===== config.mk =====
export PLATFORM = sky130hd
export DESIGN_NAME = apb_subsystem_top
export DESIGN_NICKNAME = d
export VERILOG_FILES = /design/src/design/apb_pkg.sv /design/src/design/apb_decoder.sv /design/src/design/apb_regbank.sv /design/src/design/apb_requester.sv /design/src/design/apb_subsystem_top.sv
export SDC_FILE = /design/constraint.sdc
export NUM_CORES = 2
export LEC_CHECK = 0
export ABC_AREA = 0
export BUFFER_PORTS_ARGS = -buffer_cell sky130_fd_sc_hd__buf_4
export CORE_ASPECT_RATIO = 1.5
export CORE_MARGIN = 2
export CORE_UTILIZATION = 40
export DETAILED_ROUTE_END_ITERATION = 6
export PLACE_DENSITY = 0.51
export SLEW_MARGIN = 10
export SYNTH_ARGS = -nofsm -noshare
export SYNTH_HDL_FRONTEND = slang
export SYNTH_SLANG_ARGS = --single-unit

===== constraint.sdc =====
create_clock -name CLK -period 4.88 [get_ports CLK]
set_input_delay 1.464 -clock CLK [delete_from_list [all_inputs] [get_ports CLK]]
set_output_delay 1.464 -clock CLK [all_outputs]
set_load 0.005 [all_outputs]

===== src/design/apb_pkg.sv =====
// Shared types and constants for the APB subsystem.
// Every RTL file refers to these through scoped names, so this package
// is compiled before any module that uses it.

`default_nettype none

package apb_pkg;

	// ----------------------------------------------------------------------
	// Address map and bus widths
	// ----------------------------------------------------------------------
	localparam int ADDR_BITS  = 12;
	localparam int DATA_BITS  = 32;
	localparam int STRB_BITS  = DATA_BITS / 8;

	// Region field is paddr[11:8]
	localparam int REGION_LSB = 8;
	localparam logic [ADDR_BITS-REGION_LSB-1:0] REGION_BANK_A = 'd0;
	localparam logic [ADDR_BITS-REGION_LSB-1:0] REGION_BANK_B = 'd1;

	// Word index is paddr[5:2], paddr[7:6] must be zero
	localparam int BANK_WORDS = 16;

	// Wait states per bank, and width of the bank wait counter
	localparam int BANK_A_WAITS = 0;
	localparam int BANK_B_WAITS = 2;
	localparam int WAIT_BITS    = 4;

	// ----------------------------------------------------------------------
	// Enumerations
	// ----------------------------------------------------------------------
	typedef enum logic {
		APB_READ  = 1'b0,
		APB_WRITE = 1'b1
	} apb_dir_e;

	typedef enum logic [1:0] {
		IDLE   = 2'd0,
		SETUP  = 2'd1,
		ACCESS = 2'd2,
		DONE   = 2'd3
	} apb_state_e;

	// ----------------------------------------------------------------------
	// Command side and APB side bundles
	// ----------------------------------------------------------------------
	// Command from the issuer, 49 bits
	typedef struct packed {
		apb_dir_e               dir;
		logic [ADDR_BITS-1:0]   addr;
		logic [DATA_BITS-1:0]   wdata;
		logic [STRB_BITS-1:0]   strb;
	} apb_cmd_t;

	// Response back to the issuer, 33 bits
	typedef struct packed {
		logic [DATA_BITS-1:0]   rdata;
		logic                   slverr;
	} apb_rsp_t;

	// Requester to completer signals, 51 bits
	typedef struct packed {
		logic                   psel;
		logic                   penable;
		logic                   pwrite;
		logic [ADDR_BITS-1:0]   paddr;
		logic [DATA_BITS-1:0]   pwdata;
		logic [STRB_BITS-1:0]   pstrb;
	} apb_req_t;

	// Completer to requester signals, 34 bits
	typedef struct packed {
		logic [DATA_BITS-1:0]   prdata;
		logic                   pready;
		logic                   pslverr;
	} apb_cpl_t;

endpackage

`default_nettype wire


===== src/design/apb_decoder.sv =====
// APB address decoder.
// Splits the address space by the region field of paddr, passes psel
// to one bank and steers that bank's completion back. Unmapped
// regions complete at once with an error, and no bank sees them.

`default_nettype none

module apb_decoder (
	input  apb_pkg::apb_req_t apb_req,
	output apb_pkg::apb_cpl_t apb_cpl,
	output apb_pkg::apb_req_t bank_a_req,
	input  apb_pkg::apb_cpl_t bank_a_cpl,
	output apb_pkg::apb_req_t bank_b_req,
	input  apb_pkg::apb_cpl_t bank_b_cpl
);

	// Region field of the address
	logic [apb_pkg::ADDR_BITS-apb_pkg::REGION_LSB-1:0] region;
	logic hit_a;
	logic hit_b;

	assign region = apb_req.paddr[apb_pkg::ADDR_BITS-1:apb_pkg::REGION_LSB];
	assign hit_a  = (region == apb_pkg::REGION_BANK_A);
	assign hit_b  = (region == apb_pkg::REGION_BANK_B);

	// ----------------------------------------------------------------------
	// Request fan-out
	// ----------------------------------------------------------------------
	// Same payload to both banks, psel only to the hit
	always_comb begin
		bank_a_req      = apb_req;
		bank_a_req.psel = apb_req.psel & hit_a;
		bank_b_req      = apb_req;
		bank_b_req.psel = apb_req.psel & hit_b;
	end

	// ----------------------------------------------------------------------
	// Completion steering
	// ----------------------------------------------------------------------
	always_comb begin
		if (hit_a) begin
			apb_cpl = bank_a_cpl;
		end else if (hit_b) begin
			apb_cpl = bank_b_cpl;
		end else begin
			// Unmapped, answer here with zero wait states
			apb_cpl.prdata  = '0;
			apb_cpl.pready  = 1'b1;
			apb_cpl.pslverr = 1'b1;
		end
	end

endmodule

`default_nettype wire


===== src/design/apb_regbank.sv =====
// APB register bank completer.
// Sixteen 32-bit words with byte strobes. WAITS sets how many access
// cycles pready is held low before the transfer completes. Offsets with
// paddr[7:6] nonzero are out of range and complete with pslverr.

`default_nettype none

module apb_regbank #(
	parameter int WAITS = 0
) (
	input  logic              CLK,
	input  logic              rst_n,
	input  apb_pkg::apb_req_t apb_req,
	output apb_pkg::apb_cpl_t apb_cpl
);

	// Word storage
	logic [apb_pkg::DATA_BITS-1:0] mem [apb_pkg::BANK_WORDS];

	// Address split
	logic [$clog2(apb_pkg::BANK_WORDS)-1:0] word_idx;
	logic                                    out_of_range;

	// Access phase tracking
	logic                         access;
	logic [apb_pkg::WAIT_BITS-1:0] wait_cnt;
	logic                         ready;

	assign word_idx     = apb_req.paddr[5:2];
	assign out_of_range = |apb_req.paddr[apb_pkg::REGION_LSB-1:6];
	assign access       = apb_req.psel & apb_req.penable;

	// Ready once the counter reaches the wait count
	assign ready = (wait_cnt == apb_pkg::WAIT_BITS'(WAITS));

	// ----------------------------------------------------------------------
	// Wait-state counter
	// ----------------------------------------------------------------------
	// Starts at zero on the first access cycle, back to zero on completion
	always_ff @(posedge CLK) begin
		if (!rst_n) begin
			wait_cnt <= '0;
		end else if (access && !ready) begin
			wait_cnt <= wait_cnt + 1'b1;
		end else begin
			wait_cnt <= '0;
		end
	end

	// ----------------------------------------------------------------------
	// Storage write
	// ----------------------------------------------------------------------
	// Bank is cleared by reset, writes land on the ready cycle only
	always_ff @(posedge CLK) begin
		if (!rst_n) begin
			for (int w = 0; w < apb_pkg::BANK_WORDS; w++) begin
				mem[w] <= '0;
			end
		end else if (access && ready && apb_req.pwrite && !out_of_range) begin
			// Byte merge under pstrb
			for (int b = 0; b < apb_pkg::STRB_BITS; b++) begin
				if (apb_req.pstrb[b]) begin
					mem[word_idx][b*8 +: 8] <= apb_req.pwdata[b*8 +: 8];
				end
			end
		end
	end

	// ----------------------------------------------------------------------
	// Completion
	// ----------------------------------------------------------------------
	// Out-of-range reads give zero data
	assign apb_cpl.prdata  = out_of_range ? '0 : mem[word_idx];
	assign apb_cpl.pready  = ready;
	assign apb_cpl.pslverr = out_of_range;

endmodule

`default_nettype wire


===== src/design/apb_requester.sv =====
// APB requester.
// Takes one command at a time over a four-phase req/ack handshake,
// runs the APB setup and access phases for it and hands back the
// read data and error flag. The response is held until req drops.

`default_nettype none

module apb_requester (
	input  logic              CLK,
	input  logic              rst_n,
	input  logic              cmd_req,
	input  apb_pkg::apb_cmd_t cmd,
	output logic              cmd_ack,
	output apb_pkg::apb_rsp_t rsp,
	output apb_pkg::apb_req_t apb_req,
	input  apb_pkg::apb_cpl_t apb_cpl
);

	// ----------------------------------------------------------------------
	// State and registered command
	// ----------------------------------------------------------------------
	apb_pkg::apb_state_e state;
	apb_pkg::apb_state_e state_nxt;

	// Command copy, drives the APB payload for the whole transfer
	apb_pkg::apb_cmd_t cmd_q;

	// Completion seen on an access cycle
	logic xfer_done;

	assign xfer_done = (state == apb_pkg::ACCESS) && apb_cpl.pready;

	// Next state
	always_comb begin
		state_nxt = state;
		case (state)
			apb_pkg::IDLE: begin
				// Accept a new command
				if (cmd_req) begin
					state_nxt = apb_pkg::SETUP;
				end
			end
			apb_pkg::SETUP: begin
				// Setup lasts exactly one cycle
				state_nxt = apb_pkg::ACCESS;
			end
			apb_pkg::ACCESS: begin
				// Stay here while the completer stretches with pready
				if (apb_cpl.pready) begin
					state_nxt = apb_pkg::DONE;
				end
			end
			apb_pkg::DONE: begin
				// Wait for the issuer to withdraw the request
				if (!cmd_req) begin
					state_nxt = apb_pkg::IDLE;
				end
			end
			default: begin
				state_nxt = apb_pkg::IDLE;
			end
		endcase
	end

	// State register
	always_ff @(posedge CLK) begin
		if (!rst_n) begin
			state <= apb_pkg::IDLE;
		end else begin
			state <= state_nxt;
		end
	end

	// Command capture on acceptance
	always_ff @(posedge CLK) begin
		if ((state == apb_pkg::IDLE) && cmd_req) begin
			cmd_q <= cmd;
		end
	end

	// Response capture on the completing access cycle
	always_ff @(posedge CLK) begin
		if (xfer_done) begin
			// Writes return zero data
			if (cmd_q.dir == apb_pkg::APB_READ) begin
				rsp.rdata <= apb_cpl.prdata;
			end else begin
				rsp.rdata <= '0;
			end
			rsp.slverr <= apb_cpl.pslverr;
		end
	end

	// ----------------------------------------------------------------------
	// Outputs
	// ----------------------------------------------------------------------
	assign cmd_ack = (state == apb_pkg::DONE);

	// psel covers setup and access, penable only access
	assign apb_req.psel    = (state == apb_pkg::SETUP) || (state == apb_pkg::ACCESS);
	assign apb_req.penable = (state == apb_pkg::ACCESS);
	assign apb_req.pwrite  = (cmd_q.dir == apb_pkg::APB_WRITE);
	assign apb_req.paddr   = cmd_q.addr;
	assign apb_req.pwdata  = cmd_q.wdata;
	assign apb_req.pstrb   = cmd_q.strb;

endmodule

`default_nettype wire


===== src/design/apb_subsystem_top.sv =====
// Top level of the APB subsystem.
// One requester feeds the decoder, which serves two register banks
// that differ only in their wait states. The outside world sees only
// the req/ack command port.

`default_nettype none

module apb_subsystem_top (
	input  logic              CLK,
	input  logic              rst_n,
	input  logic              cmd_req,
	input  apb_pkg::apb_cmd_t cmd,
	output logic              cmd_ack,
	output apb_pkg::apb_rsp_t rsp
);

	// ----------------------------------------------------------------------
	// Internal buses
	// ----------------------------------------------------------------------
	// Requester side
	apb_pkg::apb_req_t req_bus;
	apb_pkg::apb_cpl_t cpl_bus;

	// Bank side
	apb_pkg::apb_req_t bank_a_req;
	apb_pkg::apb_cpl_t bank_a_cpl;
	apb_pkg::apb_req_t bank_b_req;
	apb_pkg::apb_cpl_t bank_b_cpl;

	// Command to APB conversion
	apb_requester u_requester (
		.CLK     (CLK),
		.rst_n   (rst_n),
		.cmd_req (cmd_req),
		.cmd     (cmd),
		.cmd_ack (cmd_ack),
		.rsp     (rsp),
		.apb_req (req_bus),
		.apb_cpl (cpl_bus)
	);

	// Region decode
	apb_decoder u_decoder (
		.apb_req    (req_bus),
		.apb_cpl    (cpl_bus),
		.bank_a_req (bank_a_req),
		.bank_a_cpl (bank_a_cpl),
		.bank_b_req (bank_b_req),
		.bank_b_cpl (bank_b_cpl)
	);

	// Region 0, no wait states
	apb_regbank #(
		.WAITS (apb_pkg::BANK_A_WAITS)
	) u_bank_a (
		.CLK     (CLK),
		.rst_n   (rst_n),
		.apb_req (bank_a_req),
		.apb_cpl (bank_a_cpl)
	);

	// Region 1, slow bank
	apb_regbank #(
		.WAITS (apb_pkg::BANK_B_WAITS)
	) u_bank_b (
		.CLK     (CLK),
		.rst_n   (rst_n),
		.apb_req (bank_b_req),
		.apb_cpl (bank_b_cpl)
	);

endmodule

`default_nettype wire


==> summary.md <==
| Metric | Value |
|---|---|
| Crit-path cells | `inv_1 -> ha_1 -> nor3b_2 -> buf_4 -> nand4_2 -> o21ai_0` |
| IO buf count | `83` |
| Sw Share | `0.268` |
| Post-synth EDFFs | `1104` |
| Setup bufs post-CTS | `0` |
| Main area contributors after synthesis | `edfxtp_1 (66%), and2_1 (13%), mux4_2 (11%), o21ai_0 (1.3%), mux2i_1 (1.3%)` |
| Clk network pwr share | `0.353` |
| CTS buffer count | `109` |
| Leading area contributor after synthesis | `edfxtp_1` |
| GRT overflow | `0` |
| Max Clock Freq | `259 MHz` |
| Gr usage total | `0.216` |
| Gate count of the mapped netlist | `3228` |
| Initial antenna violation count | `2` |
| Cts hold-fix bufs | `0` |
| Slowest CP cell | `o21ai_0` |
| Yosys reg bits | `1118` |
| N_diodes | `0` |
| Clk_skew | `0.0276 ns` |
| Critical path's largest stage delay | `1.21 ns` |
| Routed WL | `137000 um` |
| Most Crowded Layer GR | `met2` |
| First-pass GRT wire length | `200000 um` |
| Worst skew pair latency | `0.73 ns` |
| Setup crit start kind | `register` |
| Sequential share of power | `0.489` |
| Fraction of layout cells with a size suffix above 1 | `0.204` |
| Synth top area share | `0.660` |
| Worst endpoint required time | `5.20 ns` |
| DRC viols | `0` |
| Comb pwr share | `0.158` |
| Hold Crit Class | `reg -> reg` |
| Most common cell after layout, fill and taps aside | `edfxtp_1` |
| TritonCTS clock tree | `built` |
| Setup violators final | `0` |
| Core region area | `125000 um2` |
| CP arrival | `4.18 ns` |
| Sw power | `6450 uW` |
| Crit-path leading delay family | `simple AND/OR/NAND/NOR gates` |
| Post-cts sizing count | `0` |
| Pin count of the biggest net entering global routing | `64` |
| Fin Setup TNS | `0 ns` |
| Final hold violation count | `0` |
| Pre-CTS WS | `0.975 ns` |
| Antenna-violating nets left | `0` |
| Met1 Use GR | `0.259` |
| Routing usage on met2 | `0.385` |
| P per Cell Area | `422 nW/um2` |
| WS Path Type | `reg -> reg` |
| CP Max Fanout | `10` |
| YS warnings | `0` |
| Nets | `3436` |
| Routed len/inst | `27.1 um` |
| Leakage power | `0.0205 uW` |
| Drt via density | `5.44` |
| Minimum clock period | `3.86 ns` |
| Post-synth top flop | `edfxtp_1` |
| Initial Util | `0.402` |
| CTS Sinks | `1118` |
| Async set-reset flop share out of synthesis | `0` |
| Final Cycle Share | `0.790` |
| Synthesized net count | `3287` |
| Internal reg-to-reg setup slack | `1.02 ns` |
| Initial drt markers | `2334` |
| DRT Pass-1 Iters | `6` |
| Number of max-cap violations | `0` |
| CTS clk-pin slew, worst paths | `0.06 ns` |
| Worst Slack Setup Final | `1.02 ns` |
| Outcome | `completed` |
| Post-synthesis average cell area | `15.6 um2` |
| Worst VDD drop | `0.000255 V` |
| Total die area | `128000 um2` |
| Area growth from synthesis to layout | `13.6%` |
| Clk buf depth | `3` |
| Number of global-route vias before repair | `29300` |
| Synthesized area | `50200 um2` |
| # IOs | `86` |
| Sequential share of the synthesized area | `0.666` |
| GP Congestion | `0.794` |
| Worst Setup End Kind | `register` |
| Worst Tran Pin Value | `1.27 ns` |
| Most frequent cells in the layout | `edfxtp_1 (1104), and2_1 (1026), mux4_2 (256)` |
| Grt met3 use | `0.0331` |
| Rel. slew slack | `0.143` |
| CTS H-tree lvls | `3` |
| Max-slew violation count | `0` |
| Via count | `27600` |
| RSZ-0062 raised after global routing | `no` |
| Hpwl dp | `94400 um` |
| WP buf/inv | `2` |
| Int Power | `17600 uW` |
| Clock Tree Root | `clkbuf_16` |
| Die H | `438 um` |
| DIE WIDTH | `293 um` |
| Row cnt | `159` |
| Library cells used by synthesis | `44` |
-- layer usage --
| metal | up-vias | routed length, um |
|---|---|---|
| li1 | 12300 | - |
| met1 | 14300 | 52600 |
| met2 | 841 | 71200 |
| met3 | 200 | 7650 |
| met4 | 0 | 5920 |
| met5 | - | 0 |
-- metrics by stage --
step                area, um2  std cells  total power, uW  hold WS (ns)   util
floorplan               50200       3228            14300         0.430      -
global placement        53400       4874            15800         0.444  0.428
detailed placement      53400       4874            15900         0.457  0.428
CTS                     57000       5074            24300         0.472  0.456
global route            57000       5076            24900         0.517  0.456
finish                  57000       5076            24100         0.467  0.456
-- power by group through the flow --
| stage | Sequential (uW) | Clock, uW | Combinational (uW) |
|---|---|---|---|
| floorplan | 11400 | 0 | 2870 |
| global placement | 12000 | 0 | 3760 |
| detailed placement | 12000 | 0 | 3830 |
| CTS | 11800 | 8680 | 3840 |
| global route | 11900 | 9010 | 4050 |
| finish | 11800 | 8490 | 3810 |
-- state kept, by name (all words and copies together) (netlist names), named ones only --
signal               cells
u_bank_a.mem           512
u_requester.apb_req     47
u_requester.rsp         33
u_requester.state        2
u_bank_b.mem           512
u_bank_a.wait_cnt        4
u_bank_b.wait_cnt        4
-- cell families after synthesis --
group,count (synthesis),share of synthesized area
and+or+nand+nor,1312,0.157
DFF,1118,0.666
muxes,323,0.128
buffers and inverters,236,0.0191
AOI/OAI and AO/OA,228,0.0273
adders and majority gates,7,0.00174
xor gates and xnor gates,4,0.000698
-- cells in the mapped netlist (all sizes together), types with 2 or more instances --
cell type  instances
or4b               2
a22o              17
nor3b              2
xor2               2
a22oi             32
and2            1026
mux4             256
o221ai             7
clkbuf           165
nor4               2
a21oi             17
mux2i             63
nand4             40
mux2               4
buf               62
dfxtp             14
inv                8
o21ai            127
o22a               7
nand2             46
edfxtp          1104
or3               17
nor2b              5
or4                2
nand3             14
ha                 7
o22ai             18
xnor2              2
nor2             141
nor3              11
-- path summary, 6_finish.rpt --
kind | start | to | cells after the start
max | u_bank_b.wait_cnt[0] | u_bank_b.mem[10][6] | 6
min | u_bank_b.wait_cnt[0] | u_bank_b.wait_cnt[0] | 1
max reg2reg | u_bank_b.wait_cnt[0] | u_bank_b.mem[10][6] | 6
min reg2reg | u_bank_b.wait_cnt[0] | u_bank_b.wait_cnt[0] | 1
-- layout make-up --
class,instances,area [um2]
clock inverter,63,614
multi-input combinational,1874,15800
sequential,1118,33400
tap,1610,2010
fill,10900,67900
clock buffer,137,2940
inverter,9,37.5
timing repair buffer,265,2150
(Power assumes the default switching activity.)
